File: src/common/audio_cfg.svh
`ifndef AUDIO_CFG_SVH
`define AUDIO_CFG_SVH

// Width of one audio sample
`define SAMPLE_W 24

// Taps in the smoothing delay line
`define DELAY_DEPTH 16

// bclk periods per channel slot
`define SLOT_W 32

`endif
File: src/common/audio_pkg.sv
`include "audio_cfg.svh"

package audio_pkg;

  typedef logic signed [`SAMPLE_W-1:0] sample_t;

  typedef enum logic [2:0] {
    FILT_BYPASS      = 3'd0,
    FILT_AVG2        = 3'd1,
    FILT_AVG4        = 3'd2,
    FILT_AVG8        = 3'd3,
    FILT_AVG16       = 3'd4,
    FILT_WGT_HALF    = 3'd5,  // 1/16 1/16 1/8 1/4
    FILT_WGT_UNITY   = 3'd6,  // 1/16 1/16 1/8 1/4 1/2
    FILT_BYPASS_ALT  = 3'd7
  } filt_mode_e;

  // Serial image and per-channel view of one stereo frame
  typedef union packed {
    logic [2*`SAMPLE_W-1:0] raw;  // Left MSB first, then right
    struct packed {
      sample_t left;
      sample_t right;
    } ch;
  } stereo_frame_u;

endpackage

File: src/source/audio_smoother_top.sv
`timescale 1ns/1ps

module audio_smoother_top (
  input  logic                  clk,
  input  logic                  reset_n,
  input  logic                  bclk,
  input  logic                  lrclk,
  input  logic                  sdata_in,
  input  audio_pkg::filt_mode_e filt_mode,
  output logic                  sdata_out
);

  import audio_pkg::*;

  stereo_frame_u rx_frame;
  stereo_frame_u tx_frame;
  logic          rx_stb;
  sample_t       left_out;
  sample_t       right_out;

  i2s_receiver i2s_receiver_inst (
    .clk       (clk),
    .reset_n   (reset_n),
    .bclk      (bclk),
    .lrclk     (lrclk),
    .sdata_in  (sdata_in),
    .frame     (rx_frame),
    .frame_stb (rx_stb)
  );

  smoothing_filter left_filter (
    .clk        (clk),
    .reset_n    (reset_n),
    .sample_stb (rx_stb),
    .mode       (filt_mode),
    .sample_in  (rx_frame.ch.left),
    .sample_out (left_out),
    .out_stb    ()
  );

  smoothing_filter right_filter (
    .clk        (clk),
    .reset_n    (reset_n),
    .sample_stb (rx_stb),
    .mode       (filt_mode),
    .sample_in  (rx_frame.ch.right),
    .sample_out (right_out),
    .out_stb    ()
  );

  assign tx_frame.ch.left  = left_out;
  assign tx_frame.ch.right = right_out;

  // Latches tx_frame at each frame start
  i2s_transmitter i2s_transmitter_inst (
    .clk     (clk),
    .reset_n (reset_n),
    .bclk    (bclk),
    .lrclk   (lrclk),
    .frame   (tx_frame),
    .sdata   (sdata_out)
  );

endmodule

File: src/source/i2s_transmitter.sv
`timescale 1ns/1ps
`include "audio_cfg.svh"

module i2s_transmitter (
  input  logic                     clk,
  input  logic                     reset_n,
  input  logic                     bclk,
  input  logic                     lrclk,
  input  audio_pkg::stereo_frame_u frame,
  output logic                     sdata
);

  localparam int CNT_W = $clog2(`SLOT_W) + 1;

  logic [2:0]              bclk_q;
  logic [2:0]              lrclk_q;
  logic                    bclk_fall;
  logic                    lrclk_edge;
  logic                    left_slot;
  logic [CNT_W-1:0]        bit_cnt;  // bclk periods since the lrclk edge
  logic [2*`SAMPLE_W-1:0]  shift_q;

  assign bclk_fall  = ~bclk_q[1] & bclk_q[2];
  assign lrclk_edge = lrclk_q[1] ^ lrclk_q[2];
  assign left_slot  = ~lrclk_q[1];

  always_ff @(posedge clk) begin
    if (!reset_n) begin
      bclk_q  <= '0;
      lrclk_q <= '0;
    end else begin
      bclk_q  <= {bclk_q[1:0], bclk};
      lrclk_q <= {lrclk_q[1:0], lrclk};
    end
  end

  always_ff @(posedge clk) begin
    if (!reset_n) begin
      bit_cnt <= '0;
      shift_q <= '0;
      sdata   <= 1'b0;
    end else if (lrclk_edge) begin
      bit_cnt <= '0;  // lrclk moves on a falling bclk, delay bit follows
    end else if (bclk_fall) begin
      if (bit_cnt != '1) bit_cnt <= bit_cnt + 1'b1;
      if (bit_cnt == '0 && left_slot) begin
        // First data bit of the frame, take the newest filter result
        sdata   <= frame.raw[2*`SAMPLE_W-1];
        shift_q <= {frame.raw[2*`SAMPLE_W-2:0], 1'b0};
      end else if (bit_cnt < CNT_W'(`SAMPLE_W)) begin
        sdata   <= shift_q[2*`SAMPLE_W-1];
        shift_q <= {shift_q[2*`SAMPLE_W-2:0], 1'b0};
      end else begin
        sdata <= 1'b0;  // Pad to end of slot
      end
    end
  end

endmodule

File: src/filter/smoothing_filter.sv
`timescale 1ns/1ps
`include "audio_cfg.svh"

module smoothing_filter (
  input  logic                  clk,
  input  logic                  reset_n,
  input  logic                  sample_stb,
  input  audio_pkg::filt_mode_e mode,
  input  audio_pkg::sample_t    sample_in,
  output audio_pkg::sample_t    sample_out,
  output logic                  out_stb
);

  import audio_pkg::*;

  // Headroom for a full 16-tap sum
  localparam int SUM_W  = `SAMPLE_W + $clog2(`DELAY_DEPTH);
  localparam int LOG2_W = $clog2($clog2(`DELAY_DEPTH) + 1);

  sample_t                  taps [`DELAY_DEPTH];
  logic        [LOG2_W-1:0] avg_log2;
  logic signed [SUM_W-1:0]  tap_sum;
  logic signed [SUM_W-1:0]  wgt_half;
  logic signed [SUM_W-1:0]  sum_next;
  logic signed [SUM_W-1:0]  sum_q;
  logic                     sum_stb;
  logic                     load_stb;

  always_ff @(posedge clk) begin
    if (!reset_n) begin
      for (int i = 0; i < `DELAY_DEPTH; i++) begin
        taps[i] <= '0;
      end
    end else if (sample_stb) begin
      taps[0] <= sample_in;
      for (int i = 1; i < `DELAY_DEPTH; i++) begin
        taps[i] <= taps[i-1];
      end
    end
  end

  always_comb begin
    case (mode)
      FILT_AVG2:  avg_log2 = LOG2_W'(1);
      FILT_AVG4:  avg_log2 = LOG2_W'(2);
      FILT_AVG8:  avg_log2 = LOG2_W'(3);
      FILT_AVG16: avg_log2 = LOG2_W'(4);
      default:    avg_log2 = '0;
    endcase
  end

  // Sum of the newest 2^avg_log2 taps
  always_comb begin
    tap_sum = '0;
    for (int i = 0; i < `DELAY_DEPTH; i++) begin
      if (i < (1 << avg_log2)) tap_sum = tap_sum + SUM_W'(taps[i]);
    end
  end

  // Each tap is shifted on its own, so rounding is per tap
  assign wgt_half = SUM_W'(taps[0] >>> 4) + SUM_W'(taps[1] >>> 4)
                  + SUM_W'(taps[2] >>> 3) + SUM_W'(taps[3] >>> 2);

  always_comb begin
    case (mode)
      FILT_AVG2,
      FILT_AVG4,
      FILT_AVG8,
      FILT_AVG16:     sum_next = tap_sum >>> avg_log2;  // Floor, not round
      FILT_WGT_HALF:  sum_next = wgt_half;
      FILT_WGT_UNITY: sum_next = wgt_half + SUM_W'(taps[4] >>> 1);
      default:        sum_next = SUM_W'(taps[0]);  // Modes 0 and 7
    endcase
  end

  // Stage one waits a cycle for the shifted taps
  always_ff @(posedge clk) begin
    if (!reset_n) begin
      sum_stb  <= 1'b0;
      load_stb <= 1'b0;
      sum_q    <= '0;
    end else begin
      sum_stb  <= sample_stb;
      load_stb <= sum_stb;
      if (sum_stb) sum_q <= sum_next;
    end
  end

  always_ff @(posedge clk) begin
    if (!reset_n) begin
      sample_out <= '0;
      out_stb    <= 1'b0;
    end else begin
      out_stb <= load_stb;
      if (load_stb) sample_out <= sum_q[`SAMPLE_W-1:0];
    end
  end

endmodule

File: src/source/i2s_receiver.sv
`timescale 1ns/1ps
`include "audio_cfg.svh"

module i2s_receiver (
  input  logic                     clk,
  input  logic                     reset_n,
  input  logic                     bclk,
  input  logic                     lrclk,
  input  logic                     sdata_in,
  output audio_pkg::stereo_frame_u frame,
  output logic                     frame_stb
);

  import audio_pkg::*;

  localparam int CNT_W = $clog2(`SLOT_W) + 1;

  logic [2:0]       bclk_q;   // Two sync stages plus one of history
  logic [2:0]       lrclk_q;
  logic [1:0]       sdata_q;  // Same depth as bclk so they stay aligned
  logic             bclk_rise;
  logic             lrclk_edge;
  logic             lrclk_fall;
  logic [CNT_W-1:0] bit_cnt;
  stereo_frame_u    shift_q;

  assign bclk_rise  = bclk_q[1] & ~bclk_q[2];
  assign lrclk_edge = lrclk_q[1] ^ lrclk_q[2];
  assign lrclk_fall = ~lrclk_q[1] & lrclk_q[2];  // End of right slot

  always_ff @(posedge clk) begin
    if (!reset_n) begin
      bclk_q  <= '0;
      lrclk_q <= '0;
      sdata_q <= '0;
    end else begin
      bclk_q  <= {bclk_q[1:0], bclk};
      lrclk_q <= {lrclk_q[1:0], lrclk};
      sdata_q <= {sdata_q[0], sdata_in};
    end
  end

  // Bit position within the current slot, period 0 is the I2S delay bit
  always_ff @(posedge clk) begin
    if (!reset_n) begin
      bit_cnt <= '0;
    end else if (lrclk_edge) begin
      bit_cnt <= '0;
    end else if (bclk_rise && bit_cnt != '1) begin
      bit_cnt <= bit_cnt + 1'b1;
    end
  end

  always_ff @(posedge clk) begin
    if (bclk_rise && !lrclk_edge && bit_cnt >= CNT_W'(1)
        && bit_cnt <= CNT_W'(`SAMPLE_W)) begin
      shift_q.raw <= {shift_q.raw[2*`SAMPLE_W-2:0], sdata_q[1]};
    end
  end

  always_ff @(posedge clk) begin
    if (!reset_n) begin
      frame     <= '0;
      frame_stb <= 1'b0;
    end else begin
      frame_stb <= lrclk_fall;
      if (lrclk_fall) frame <= shift_q;
    end
  end

endmodule

File: config.mk
export PLATFORM = sky130hd
export DESIGN_NAME = audio_smoother_top
export DESIGN_NICKNAME = d
export VERILOG_FILES = /design/src/common/audio_pkg.sv /design/src/source/audio_smoother_top.sv /design/src/source/i2s_transmitter.sv /design/src/filter/smoothing_filter.sv /design/src/source/i2s_receiver.sv
export VERILOG_INCLUDE_DIRS = /design/src /design/src/common
export SDC_FILE = /design/constraint.sdc
export NUM_CORES = 2
export LEC_CHECK = 0
export BUFFER_PORTS_ARGS = -buffer_cell sky130_fd_sc_hd__clkbuf_2
export CAP_MARGIN = 5
export CORE_MARGIN = 4
export CORE_UTILIZATION = 70
export DETAILED_ROUTE_END_ITERATION = 10
export HOLD_SLACK_MARGIN = 0.05
export PLACE_DENSITY_LB_ADDON = 0.2
export SKIP_CTS_REPAIR_TIMING = 1
export SLEW_MARGIN = 20
export SYNTH_ARGS = -nofsm -noshare
export SYNTH_HDL_FRONTEND = slang
export SYNTH_SLANG_ARGS = --single-unit
File: constraint.sdc
create_clock -name clk -period 49.8 [get_ports clk]
set_clock_uncertainty 0.1 [all_clocks]
set_input_delay 4.98 -clock clk [delete_from_list [all_inputs] [get_ports clk]]
set_output_delay 4.98 -clock clk [all_outputs]
set_load 0.05 [all_outputs]
==> results by group <==
Global routing
  • Tot GR Track Use: 39.5%
  • Vias in the first global route: 74868
  • Pin count of the biggest net entering global routing: between 150 and 200
  • First-pass GRT wire length: 417000 µm
  • Total gr overflow: 0
  • Antenna violations before repair: 6

Floorplanning
  • Initial Utilization: a little over two thirds
  • Top-level I/O count: 9
  • Row Count: 130
  • Core ar.: about 130000 µm²
  • Die area: ~130000 µm²
  • Chip height: around 360 µm
  • Die W: around 360 µm

Timing
  • Period utilization: 56.7%
  • Max-slew violations: 0
  • RSZ-0062 raised after global routing: no
  • Final Hold Fails: 0
  • Setup_tns: 0 ns
  • Worst slew pin tran: between 1 and 1.5 ns
  • Final setup fails: 0
  • Slew headroom: around 18%
  • Peak Freq: 35.4 MHz
  • Fin Hold WS: between 0.3 and 0.4 ns
  • Final min period: around 28 ns

Clock network
  • Number of clock sinks: approximately 1000
  • CTS tree: done
  • Max Buffers Root-to-Sink: 3
  • Root buffer cell: clkbuf_16
  • Clk_lat worst skew: about 0.77 ns
  • H-tree depth: 3
  • Clk pin slew, worst setup/hold paths: 0.06 ns
  • Cts bufs inserted: about 120

Hold path
  • Worst Hold Launch: i2s_receiver_inst.sdata_q[1]
  • Hold Path Stages: 0
  • Worst Hold Class: reg2reg
  • Worst Hold End: i2s_receiver_inst.shift_q[0]

Synth
  • Async SR Flop Fraction: 0%
  • Seq/Total Area, Yosys: 32.5%
  • #FFs+latches synth: 1031
  • Mapped Nets: approximately 11000
  • Yosys cell types: 96
  • YS warnings: 0
  • Cells after Synth: about 9800
  • EDFF count, synth: approximately 820
  • Mapped Area: about 90000 µm²
  • Syn_area_per_cell: a little over 9 µm²
  • Top_reg_cell synth: edfxtp_1

Final layout
  • Footprint of the multi-input gates: about 57000 µm²
  • Most common cell after layout, fill and taps aside: ha_1
  • Seq. cell area: approximately 29000 µm²
  • Most frequent cells in the layout: 974 x ha_1, 882 x o21ai_0, 816 x edfxtp_1
  • Final #Nets: about 11000
  • Area delta synth->final: 5.95%
  • Filler instances: 8954
  • Share of cells above drive strength 1: 3.91%
  • Finished Cell Area: approximately 94000 µm²

Worst setup path
  • Worst Path Max Fanout: 68
  • Critical Path Max Stage Delay: a little under 0.8 ns
  • CP Class: in2reg
  • R2r setup slk: 26.88 ns
  • R2R depth: 97
  • Worst EP required: approximately 50 ns
  • Crit end category: flip-flop
  • Slowest CP cell: a21boi_0
  • R2R Path End: right_filter.sum_q[23]
  • Worst Setup Start Kind: input port
  • Worst r2r src: right_filter.taps[0][0]
  • Crit path DAT: ~29 ns
  • Most frequent CP cell: ha_1

Placement
  • PortBufs: 8
  • Routability congestion estimate: approximately 0.99
  • Hpwl dp: between 150000 and 200000 µm
  • DP Area: approximately 90000 µm²

Routing
  • DR pass1 iterations: 8
  • Antenna Violating Nets Remaining: 0
  • Initial DRC count: 10086
  • Detailed-route wire length: between 200000 and 300000 µm
  • Via density: between 6 and 7
  • Detailed-route via count: ~80000
  • Wire per inst: 23.6 µm
  • DRC Markers: 0

Run status
  • Status: finished, final reports clean

Power
  • Pwr dens: roughly 40 nW/µm²
  • Leak Pwr: about 43 nW
  • Worst VDD drop: 0.0411 mV

Job
  • Max-cap violation count: 0
[how the worst max path moves through the flow]
stage	endpoint	start
after detailed placement	right_filter.sum_q[23]	filt_mode[0]
after floorplan	right_filter.sum_q[23]	filt_mode[1]
after global placement	right_filter.sum_q[23]	filt_mode[0]
after global routing	right_filter.sum_q[23]	filt_mode[0]
after CTS	right_filter.sum_q[23]	filt_mode[0]
final	right_filter.sum_q[23]	filt_mode[0]
[cells in the mapped netlist (22+ instances only)]
master	number	share of area (%)
or3_1	80	0.56
inv_1	386	1.6
a221oi_1	26	0.26
clkbuf_1	331	1.4
o221ai_1	22	0.22
or2_2	28	0.20
and2_1	339	2.4
a21boi_1	28	0.24
o211ai_1	71	0.60
nand2b_1	121	0.85
dfxtp_1	215	4.9
nand3_1	121	0.68
fa_1	78	1.8
o21ai_0	882	5.0
nand4_1	36	0.25
ha_1	975	14
o2111ai_1	24	0.24
nor2b_1	183	1.3
a21oi_1	710	4.0
nor3_1	118	0.67
a21o_1	376	3.2
buf_1	36	0.15
a211oi_1	69	0.58
o21bai_1	100	0.85
o211a_1	55	0.62
a21boi_0	68	0.58
o21a_1	143	1.2
o31ai_1	108	0.91
edfxtp_1	816	28
a31oi_1	84	0.59
a31o_2	26	0.26
nand2_1	722	3.1
mux2i_1	169	1.9
nor2_1	507	2.1
xnor2_1	438	4.3
and3_1	546	3.8
a22oi_1	26	0.22
nor3b_1	26	0.22
o21ai_1	78	0.44
xor2_1	301	3.0
[cell families after synthesis]
| logic type | synth area share (%) |
|---|---|
| AOI/OAI and AO/OA | 22.4 |
| xor gates and xnor gates | 7.47 |
| adders and majority gates | 15.5 |
| buffers and inverters | 3.21 |
| DFF | 32.5 |
| muxes | 2.13 |
| and+or+nand+nor | 16.8 |
[layer usage]
layer	part of all wire (%)	global-route usage, %	vias up	wire (µm)
met1	42	56.9	37042	114000
met4	3.4	12.4	2	9240
li1	-	-	35909	-
met3	12	8.80	593	31300
met2	43	59.4	4359	114000
met5	0.0045	0	-	12
[through the flow]
step           worst slack [ns]  power, mW  std cells  utilization [%]
2_1_floorplan             24.92       2.39       9803                -
3_3_place_gp              22.28       2.76      11170             71.7
3_5_place_dp              21.64       2.81      11170             71.8
4_1_cts                   22.35       3.68      11383             74.8
5_1_grt                   20.27       3.94      11384             74.8
6_report                  21.55       3.74      11386             74.8
[state kept, by name (all words and copies together), names as in the netlist]
signal / cells
i2s_transmitter_inst.shift_q: 47
right_filter.taps: 384
i2s_receiver_inst.sdata_q: 2
i2s_transmitter_inst.sdata: 1
left_filter.sample_out: 24
i2s_transmitter_inst.bit_cnt: 6
i2s_receiver_inst.lrclk_q: 3
i2s_receiver_inst.bit_cnt: 6
i2s_transmitter_inst.bclk_q: 3
right_filter.sample_out: 24
i2s_receiver_inst.frame: 48
right_filter.sum_q: 24
right_filter.sum_stb: 1
i2s_receiver_inst.frame_stb: 1
left_filter.load_stb: 1
left_filter.sum_q: 24
i2s_receiver_inst.shift_q: 48
left_filter.taps: 384
[where the power goes]
group / total, mW / internal, mW / switching (mW)
clock: 0.862 / 0.470 / 0.392
combinational: 1.88 / 0.736 / 1.14
sequential: 0.997 / 0.965 / 0.0315
[area by class of cell]
cell class                 instances  share of cell area [%]
multi-input combinational       8014                    60.8
sequential                      1031                    30.7
clock buffer                     154                    3.44
tap                             1650                    2.20
inverter                         389                    1.55
timing repair buffer              86                   0.736
clock inverter                    59                   0.572
antenna                            3                 0.00799
[worst max-delay path: cells and delay by family]
kind                     cells  cell delay (ns)
buffers and inverters        8             2.11
multiplexers                 1             0.31
adder cells (fa/ha/maj)     15             5.55
AO/OA/AOI/OAI               40             9.30
XOR/XNOR                    12             2.52
AND/OR/NAND/NOR             22             3.86
Note: power is estimated with default switching activity, not from simulation.
